===== config.mk =====
export PLATFORM = sky130hd
export DESIGN_NAME = hci_rob_subsys
export DESIGN_NICKNAME = d
export VERILOG_FILES = /design/src/common/hci_bus_pkg.sv /design/src/common/hci_rob_pkg.sv /design/src/common/hci_ostd_intf.sv /design/src/hci_rob/hci_rob.sv /design/src/mem_target/sram_bank.sv /design/src/mem_target/resp_delay_slots.sv /design/src/source/hci_rob_subsys.sv
export SDC_FILE = /design/constraint.sdc
export NUM_CORES = 2
export LEC_CHECK = 0
export BUFFER_PORTS_ARGS = -buffer_cell sky130_fd_sc_hd__buf_2
export CELL_PAD_IN_SITES_DETAIL_PLACEMENT = 1
export CELL_PAD_IN_SITES_GLOBAL_PLACEMENT = 2
export CORE_MARGIN = 1.5
export CORE_UTILIZATION = 42
export DETAILED_ROUTE_END_ITERATION = 16
export PLACE_DENSITY = 0.85
export SLEW_MARGIN = 30
export SYNTH_ARGS = -nofsm -noshare
export SYNTH_HDL_FRONTEND = slang
export SYNTH_SLANG_ARGS = --single-unit
export TNS_END_PERCENT = 100

===== constraint.sdc =====
create_clock -name clk_i -period 5.18 [get_ports clk_i]
set_clock_uncertainty 0.05 [all_clocks]
set_input_delay 0.777 -clock clk_i [delete_from_list [all_inputs] [get_ports clk_i]]
set_output_delay 0.777 -clock clk_i [all_outputs]
set_load 0.005 [all_outputs]

===== src/common/hci_bus_pkg.sv =====
/*
 * Request/response bus package
 * Field widths of the memory-side bus and the response opcode encoding
 */

`default_nettype none

package hci_bus_pkg;

  // Address and data widths
  localparam int unsigned AW = 32;
  localparam int unsigned DW = 32;

  // One byte enable per data byte
  localparam int unsigned BW = DW / 8;

  // Initiator id carried with each request
  localparam int unsigned IW = 4;

  // One-bit response opcode
  localparam logic OPC_OK  = 1'b0;
  localparam logic OPC_ERR = 1'b1;

endpackage

`default_nettype wire


===== src/common/hci_rob_pkg.sv =====
/*
 * Reorder buffer package
 * Buffer depth, tag width, memory geometry and response latency constants
 */

`default_nettype none

package hci_rob_pkg;

  // Buffer slots with at most ROB_NW-1 of them in flight
  localparam int unsigned ROB_NW = 8;
  localparam int unsigned UW     = $clog2(ROB_NW);

  // Word memory indexed by address bits 7..2
  localparam int unsigned MEM_WORDS = 64;
  localparam int unsigned WIDX_W    = $clog2(MEM_WORDS);
  localparam int unsigned WIDX_LSB  = 2;
  localparam int unsigned WIDX_MSB  = WIDX_LSB + WIDX_W - 1;

  // Latency is LAT_BASE plus address bits 4..2
  localparam int unsigned LAT_BASE = 1;
  localparam int unsigned LAT_MSB  = 4;
  localparam int unsigned LAT_W    = $clog2(LAT_BASE + (1 << (LAT_MSB - WIDX_LSB + 1)));

endpackage

`default_nettype wire


===== src/common/hci_ostd_intf.sv =====
/*
 * Outstanding request/response bus
 * Independent valid/ready handshakes for requests and responses,
 * with a user tag that the target returns unchanged
 */

`timescale 1ns/1ps
`default_nettype none

interface hci_ostd_intf
  import hci_bus_pkg::*;
  import hci_rob_pkg::*;
();

  // Request channel
  logic          req_valid;
  logic          req_ready;
  logic [AW-1:0] req_add;
  logic          req_wen;    // high for a read
  logic [BW-1:0] req_be;
  logic [DW-1:0] req_data;
  logic [IW-1:0] req_id;
  logic [UW-1:0] req_user;

  // Response channel
  logic          resp_valid;
  logic          resp_ready;
  logic [DW-1:0] resp_data;
  logic          resp_opc;
  logic [IW-1:0] resp_id;
  logic [UW-1:0] resp_user;

  modport initiator (
    output req_valid, req_add, req_wen, req_be, req_data, req_id, req_user,
    input  req_ready,
    input  resp_valid, resp_data, resp_opc, resp_id, resp_user,
    output resp_ready
  );

  modport target (
    input  req_valid, req_add, req_wen, req_be, req_data, req_id, req_user,
    output req_ready,
    output resp_valid, resp_data, resp_opc, resp_id, resp_user,
    input  resp_ready
  );

endinterface

`default_nettype wire


===== src/hci_rob/hci_rob.sv =====
/*
 * Reorder buffer
 * Tags each forwarded request with a slot index, stores out-of-order
 * responses under their returned tag and retires them in issue order
 */

`timescale 1ns/1ps
`default_nettype none

module hci_rob
  import hci_bus_pkg::*;
  import hci_rob_pkg::*;
(
  input  wire logic     clk_i,
  input  wire logic     rst_ni,
  hci_ostd_intf.target    in,
  hci_ostd_intf.initiator out
);

  // Issue and retire pointers, occupancy
  logic [UW-1:0] wr_ptr_q;
  logic [UW-1:0] rd_ptr_q;
  logic [UW-1:0] cnt_q;

  logic full;
  logic empty;
  logic req_fire;
  logic rsp_push;
  logic rsp_pop;

  // Per-slot stores
  logic [IW-1:0]     id_q   [ROB_NW];
  logic [DW-1:0]     data_q [ROB_NW];
  logic [ROB_NW-1:0] opc_q;
  logic [ROB_NW-1:0] valid_q;

  // Pointer step with wrap at the last slot
  function automatic logic [UW-1:0] ptr_inc(input logic [UW-1:0] ptr);
    return (ptr == UW'(ROB_NW - 1)) ? '0 : ptr + 1'b1;
  endfunction

  assign full  = (cnt_q == UW'(ROB_NW - 1));
  assign empty = (cnt_q == '0);

  // Request path goes straight through, gated by full
  assign out.req_valid = in.req_valid & ~full;
  assign out.req_add   = in.req_add;
  assign out.req_wen   = in.req_wen;
  assign out.req_be    = in.req_be;
  assign out.req_data  = in.req_data;
  assign out.req_id    = in.req_id;
  assign out.req_user  = wr_ptr_q;
  assign in.req_ready  = out.req_ready & ~full;

  // Only the head slot is ever shown
  assign in.resp_valid = valid_q[rd_ptr_q];
  assign in.resp_data  = data_q[rd_ptr_q];
  assign in.resp_opc   = opc_q[rd_ptr_q];
  assign in.resp_id    = id_q[rd_ptr_q];
  assign in.resp_user  = '0;

  // Memory responses accepted whenever something is in flight
  assign out.resp_ready = ~empty;

  assign req_fire = in.req_valid & in.req_ready;
  assign rsp_push = out.resp_valid & out.resp_ready;
  assign rsp_pop  = valid_q[rd_ptr_q] & in.resp_ready;

  always_ff @(posedge clk_i or negedge rst_ni) begin
    if (!rst_ni) begin
      wr_ptr_q <= '0;
      rd_ptr_q <= '0;
      cnt_q    <= '0;
      valid_q  <= '0;
    end else begin
      if (req_fire) begin
        wr_ptr_q <= ptr_inc(wr_ptr_q);
      end
      if (rsp_pop) begin
        rd_ptr_q <= ptr_inc(rd_ptr_q);
      end
      // Issue and retire in the same cycle leave the count alone
      case ({req_fire, rsp_pop})
        2'b10:   cnt_q <= cnt_q + 1'b1;
        2'b01:   cnt_q <= cnt_q - 1'b1;
        default: cnt_q <= cnt_q;
      endcase
      // Returned tag marks its slot ready
      if (rsp_push) begin
        valid_q[out.resp_user] <= 1'b1;
      end
      // Head cleared on retire
      if (rsp_pop) begin
        valid_q[rd_ptr_q] <= 1'b0;
      end
    end
  end

  // Slot payloads
  always_ff @(posedge clk_i) begin
    if (req_fire) begin
      id_q[wr_ptr_q] <= in.req_id;
    end
    if (rsp_push) begin
      data_q[out.resp_user] <= out.resp_data;
      opc_q[out.resp_user]  <= out.resp_opc;
    end
  end

endmodule

`default_nettype wire


===== src/mem_target/sram_bank.sv =====
/*
 * Word memory bank
 * Byte-enabled register array with combinational read and
 * out-of-range detection
 */

`timescale 1ns/1ps
`default_nettype none

module sram_bank
  import hci_bus_pkg::*;
  import hci_rob_pkg::*;
(
  input  wire logic          clk_i,
  input  wire logic          rst_ni,
  input  wire logic          we,
  input  wire logic          en,
  input  wire logic [AW-1:0] add,
  input  wire logic [BW-1:0] be,
  input  wire logic [DW-1:0] wdata,
  output logic      [DW-1:0] rdata,
  output logic               oor
);

  logic [DW-1:0]     mem_q [MEM_WORDS];
  logic [WIDX_W-1:0] widx;

  assign widx = add[WIDX_MSB:WIDX_LSB];

  // Any address bit above the index is out of range
  assign oor   = |add[AW-1:WIDX_MSB+1];
  assign rdata = oor ? '0 : mem_q[widx];

  always_ff @(posedge clk_i or negedge rst_ni) begin
    if (!rst_ni) begin
      mem_q <= '{default: '0};
    end else if (en && we && !oor) begin
      // Enabled bytes only
      for (int b = 0; b < BW; b++) begin
        if (be[b]) begin
          mem_q[widx][8*b +: 8] <= wdata[8*b +: 8];
        end
      end
    end
  end

endmodule

`default_nettype wire


===== src/mem_target/resp_delay_slots.sv =====
/*
 * Response delay slots
 * Holds each memory answer for an address-dependent latency and
 * returns the lowest finished slot, tag unchanged
 */

`timescale 1ns/1ps
`default_nettype none

module resp_delay_slots
  import hci_bus_pkg::*;
  import hci_rob_pkg::*;
(
  input  wire logic          clk_i,
  input  wire logic          rst_ni,
  hci_ostd_intf.target       tgt,
  input  wire logic [DW-1:0] rdata,
  input  wire logic          oor
);

  // Slot state
  logic [ROB_NW-1:0] valid_q;
  logic [LAT_W-1:0]  cnt_q  [ROB_NW];
  logic [DW-1:0]     data_q [ROB_NW];
  logic [IW-1:0]     id_q   [ROB_NW];
  logic [UW-1:0]     tag_q  [ROB_NW];
  logic [ROB_NW-1:0] opc_q;

  logic [ROB_NW-1:0] done;
  logic [UW-1:0]     free_idx;
  logic [UW-1:0]     sel_idx;
  logic              load;
  logic              drain;
  logic [LAT_W-1:0]  lat;

  // Finished when countdown is at zero
  always_comb begin
    for (int i = 0; i < ROB_NW; i++) begin
      done[i] = valid_q[i] & (cnt_q[i] == '0);
    end
  end

  // Lowest free and lowest finished slot
  always_comb begin
    free_idx = '0;
    sel_idx  = '0;
    for (int i = ROB_NW - 1; i >= 0; i--) begin
      if (!valid_q[i]) free_idx = UW'(i);
      if (done[i])     sel_idx  = UW'(i);
    end
  end

  assign lat = LAT_W'(LAT_BASE) + LAT_W'(tgt.req_add[LAT_MSB:WIDX_LSB]);

  assign tgt.req_ready  = ~&valid_q;
  assign load           = tgt.req_valid & tgt.req_ready;

  assign tgt.resp_valid = |done;
  assign tgt.resp_data  = data_q[sel_idx];
  assign tgt.resp_opc   = opc_q[sel_idx];
  assign tgt.resp_id    = id_q[sel_idx];
  assign tgt.resp_user  = tag_q[sel_idx];
  assign drain          = tgt.resp_valid & tgt.resp_ready;

  always_ff @(posedge clk_i or negedge rst_ni) begin
    if (!rst_ni) begin
      valid_q <= '0;
      cnt_q   <= '{default: '0};
    end else begin
      // Count every occupied slot down
      for (int i = 0; i < ROB_NW; i++) begin
        if (valid_q[i] && (cnt_q[i] != '0)) begin
          cnt_q[i] <= cnt_q[i] - 1'b1;
        end
      end
      if (drain) begin
        valid_q[sel_idx] <= 1'b0;
      end
      // New request takes a free slot, never the draining one
      if (load) begin
        valid_q[free_idx] <= 1'b1;
        cnt_q[free_idx]   <= lat;
      end
    end
  end

  // Answer captured at request time
  always_ff @(posedge clk_i) begin
    if (load) begin
      data_q[free_idx] <= (oor || tgt.req_wen) ? rdata : tgt.req_data;
      opc_q[free_idx]  <= oor ? OPC_ERR : OPC_OK;
      id_q[free_idx]   <= tgt.req_id;
      tag_q[free_idx]  <= tgt.req_user;
    end
  end

endmodule

`default_nettype wire


===== src/source/hci_rob_subsys.sv =====
/*
 * Reorder buffer subsystem
 * Reorder buffer in front of a word memory whose delayed answers
 * come back out of order
 */

`timescale 1ns/1ps
`default_nettype none

module hci_rob_subsys
  import hci_bus_pkg::*;
(
  input  wire logic          clk_i,
  input  wire logic          rst_ni,
  // Request
  input  wire logic          req_valid,
  output logic               req_ready,
  input  wire logic [AW-1:0] req_add,
  input  wire logic          req_wen,
  input  wire logic [BW-1:0] req_be,
  input  wire logic [DW-1:0] req_data,
  input  wire logic [IW-1:0] req_id,
  // Response
  output logic               resp_valid,
  input  wire logic          resp_ready,
  output logic      [DW-1:0] resp_data,
  output logic               resp_opc,
  output logic      [IW-1:0] resp_id
);

  hci_ostd_intf host ();
  hci_ostd_intf mem_bus ();

  logic [DW-1:0] bank_rdata;
  logic          bank_oor;
  logic          mem_fire;

  // Plain ports onto the host bus
  assign host.req_valid  = req_valid;
  assign host.req_add    = req_add;
  assign host.req_wen    = req_wen;
  assign host.req_be     = req_be;
  assign host.req_data   = req_data;
  assign host.req_id     = req_id;
  assign host.req_user   = '0;
  assign req_ready       = host.req_ready;

  assign resp_valid      = host.resp_valid;
  assign resp_data       = host.resp_data;
  assign resp_opc        = host.resp_opc;
  assign resp_id         = host.resp_id;
  assign host.resp_ready = resp_ready;

  hci_rob u_hci_rob (
    .clk_i  (clk_i),
    .rst_ni (rst_ni),
    .in     (host.target),
    .out    (mem_bus.initiator)
  );

  // Bank access on the request transfer cycle
  assign mem_fire = mem_bus.req_valid & mem_bus.req_ready;

  sram_bank u_sram_bank (
    .clk_i  (clk_i),
    .rst_ni (rst_ni),
    .we     (~mem_bus.req_wen),
    .en     (mem_fire),
    .add    (mem_bus.req_add),
    .be     (mem_bus.req_be),
    .wdata  (mem_bus.req_data),
    .rdata  (bank_rdata),
    .oor    (bank_oor)
  );

  resp_delay_slots u_resp_delay_slots (
    .clk_i  (clk_i),
    .rst_ni (rst_ni),
    .tgt    (mem_bus.target),
    .rdata  (bank_rdata),
    .oor    (bank_oor)
  );

endmodule

`default_nettype wire


==> impl_metrics.json <==
{
  "viasPerCell": 6.34,
  "syn2layout_area_growth_pct": 14.2,
  "drv_cap": 0,
  "seq_power_share_pct": 44.7,
  "dp.cells": 11600,
  "syn_avg_cell_area_um2": 14.1,
  "synth_top_cells_by_area": "dfrtp_1, mux2_2, edfxtp_1",
  "rr_worst_depth": 11,
  "yosysWarnings": 0,
  "wl_per_cell_um": 32.0,
  "worst_pin_slew_ns": 1.15,
  "insertion_delay_ns": 0.96,
  "p_sw_share_pct": 28.7,
  "grt_max_degree": 135,
  "std_cell_rows": 191,
  "critPathLaunchType": "register",
  "cts_made_buffers": 300,
  "slew_violations": 0,
  "start_util_pct": 42.4,
  "synth-edff-count": 584,
  "finalWeightedCongestion": 0.927,
  "period_minus_slack_ns": 4.28,
  "arrival_ns": 3.46,
  "dieArea_um2": 277000,
  "grt_pass1_vias": 83000,
  "power.leakage_uw": 0.0594,
  "synth_nets": 8277,
  "max_stage_delay_ns": 0.76,
  "drt_iter0_drc": 7287,
  "powerDensity_nw_per_um2": 430,
  "hold_viol": 0,
  "overflow": 0,
  "r2r-start": "u_resp_delay_slots.valid_q[0]",
  "criticalPathCategory": "register to output pin",
  "regToRegEndpoint": "u_sram_bank.mem_q[234]",
  "drt-pass1-iter-count": 6,
  "fmax_mhz": 233,
  "cp.required_ns": 4.35,
  "cts-root-buf": "clkbuf_16",
  "finalNonFillerCells": 12200,
  "synth.distinct_cells": 82,
  "tns_ns": 0,
  "combPwrFrac_pct": 17.4,
  "wl_met3_um": 29000,
  "vias": 77200,
  "peakVddDrop_uv": 423,
  "grt_setup_unrepaired": "false",
  "fin_nets": 8475,
  "clkTransAtPathRegs_ns": 0.06,
  "coreArea_um2": 271000,
  "fin_util_pct": 48.4,
  "antenna_found_initial": 25,
  "highest_layer": "met5",
  "ys.flop_type": "dfrtp_1",
  "die_w_um": 526,
  "drive_gt1_share_pct": 37.4,
  "tritoncts": "built",
  "yosys.area.top_type": "dfrtp_1",
  "critPathLaunch": "u_hci_rob.rd_ptr_q[0]",
  "switchingPower_uw": 16200,
  "ant_nets": 0,
  "hpwl_um": 248000,
  "io_pins": 116,
  "path_cells": "buf_4 -> mux4_2 -> mux2_2 -> buf_2",
  "wl_met1_um": 157000,
  "min_path_type": "input pin to register",
  "clkPwrFrac_pct": 37.9,
  "synth-seq-area-share_pct": 61.0,
  "netlist_area_um2": 115000,
  "slew_headroom_pct": 23.2,
  "intPower_uw": 40300,
  "cp-endpoint": "resp_data[16]",
  "grt_pass1_wl_um": 574000,
  "synth-seq-cells": 2689,
  "ctsResizeCount": 0,
  "setup_viol": 0,
  "rrSetupSlack_ns": 0.99,
  "routed_wl_um": 390000,
  "slowest_stage": "dfrtp_4",
  "drc": 0,
  "cp_max_fo": 28,
  "synth-async-reset-ratio_pct": 78.3,
  "crit_path_end_kind": "output pin",
  "synth_top_area_share_pct": 45.8,
  "htree_num_levels": 5,
  "clockBufferDepth": 4,
  "period_share_pct": 82.7,
  "netlist_instances": 8180,
  "clock-sinks": 2689,
  "grt_usage_pct": 27.8,
  "outcome": "complete, no violations",
  "dr_wl_met2_um": 183000,
  "die-height_um": 526,
  "io_buffers": 113
}
[layer usage]
| layer | GRT usage (%) | up-vias |
|---|---|---|
| li1 | - | 31400 |
| met1 | 36.0 | 41700 |
| met2 | 44.5 | 3138 |
| met3 | 5.65 | 937 |
| met4 | 13.8 | 14 |
| met5 | 0 | - |
[cell usage after synthesis, drive strengths merged, types with 10 or more instances]
library cell	number
a41oi	43
nand4	93
dfrtp	2105
mux2i	16
nor4b	11
nor3	15
a22oi	676
nand2	639
nand3	23
nor4	18
or4	39
nand2b	17
ha	19
a31oi	94
xnor2	15
nor3b	15
a222oi	23
o211ai	19
nor2	146
a22o	137
inv	31
and2	10
mux2	2110
buf	205
a21oi	211
mux4	78
a221oi	149
edfxtp	584
o21ai	99
xor2	10
clkbuf	407
[metrics by stage]
step / total power, uW / hold slack [ns] / setup slack (ns) / instance area, um^2
final: 56500 / 0.0619 / 0.896 / 131000
after global routing: 58300 / 0.0554 / 0.718 / 131000
after CTS: 56800 / 0.00947 / 0.789 / 131000
after detailed placement: 35400 / 0.429 / 0.423 / 122000
after global placement: 34700 / 0.420 / 0.459 / 121000
after floorplan: 30900 / 0.406 / 0.260 / 115000
[cells by family after synthesis]
logic type / Yosys count / synth area share (%)
flops: 2689 / 61.0
mux: 2204 / 22.3
compound gates: 1529 / 9.70
simple gates: 1069 / 4.26
buf+inv: 644 / 2.26
xor+xnor: 25 / 0.190
fa+ha+maj: 20 / 0.224
[critical path: cells and delay by family, from the launching register on]
family | cells | cell delay [ns]
muxes | 2 | 0.92
DFF | 1 | 0.76
buffers and inverters | 2 | 0.75
[worst min path at each step]
stage | start | end | slack (ns) | depth (start not counted)
6_report | req_id[3] | u_hci_rob.id_q[2][3] | 0.06 | 1
3_3_place_gp | u_hci_rob.valid_q[0] | u_hci_rob.valid_q[0] | 0.42 | 1
5_1_grt | req_id[3] | u_hci_rob.id_q[2][3] | 0.06 | 1
4_1_cts | req_id[3] | u_hci_rob.id_q[6][3] | 0.009 | 1
2_1_floorplan | u_hci_rob.cnt_q[2] | u_hci_rob.cnt_q[2] | 0.41 | 1
3_5_place_dp | u_hci_rob.cnt_q[2] | u_hci_rob.cnt_q[2] | 0.43 | 1
[state kept, by name (all words and copies together) (netlist names)]
name and count:
u_hci_rob.out.req_user 3, u_hci_rob.rd_ptr_q 3, u_resp_delay_slots.cnt_q 32, u_sram_bank.mem_q 2048, u_hci_rob.opc_q 8, u_hci_rob.id_q 32
u_hci_rob.data_q 256, u_resp_delay_slots.valid_q 8, u_hci_rob.valid_q 8, u_resp_delay_slots.data_q 256, u_hci_rob.cnt_q 3, u_resp_delay_slots.tag_q 24
u_resp_delay_slots.opc_q 8
[timing repair]
action                                 CTS  global route
endpoints found under the hold margin   39             0
buffers inserted                         0             0
hold buffers                             1             0
[area by class of cell]
| class | count | area (um^2) |
|---|---|---|
| fill | 26600 | 140000 |
| sequential | 2689 | 70200 |
| multi-input combinational | 4847 | 42400 |
| clock buffer | 427 | 8740 |
| tap | 3570 | 4470 |
| timing repair buffer | 508 | 4350 |
| clock inverter | 84 | 1000 |
| inverter | 32 | 120 |
| antenna | 14 | 35.0 |
[placed cells by master (no fill, tap or decap), types with 103 or more instances in the layout]
cell type	Yosys	layout
a21oi_1	211	211
a221oi_1	149	149
a22o_1	137	137
a22oi_1	676	676
buf_2	129	103
buf_4	1	341
clkbuf_16	0	306
dfrtp_1	2105	2102
edfxtp_1	584	584
mux2_2	2110	2110
nand2_1	639	639
nor2_1	146	128
[power by group through the flow]
stage	Sequential, uW	Combinational (uW)	Clock, uW
floorplan	25200	5710	0
global placement	25400	9300	0
detailed placement	25600	9820	0
CTS	25200	9940	21700
global route	25400	10600	22400
finish	25200	9840	21400
Power figures use the tool's default switching activity.
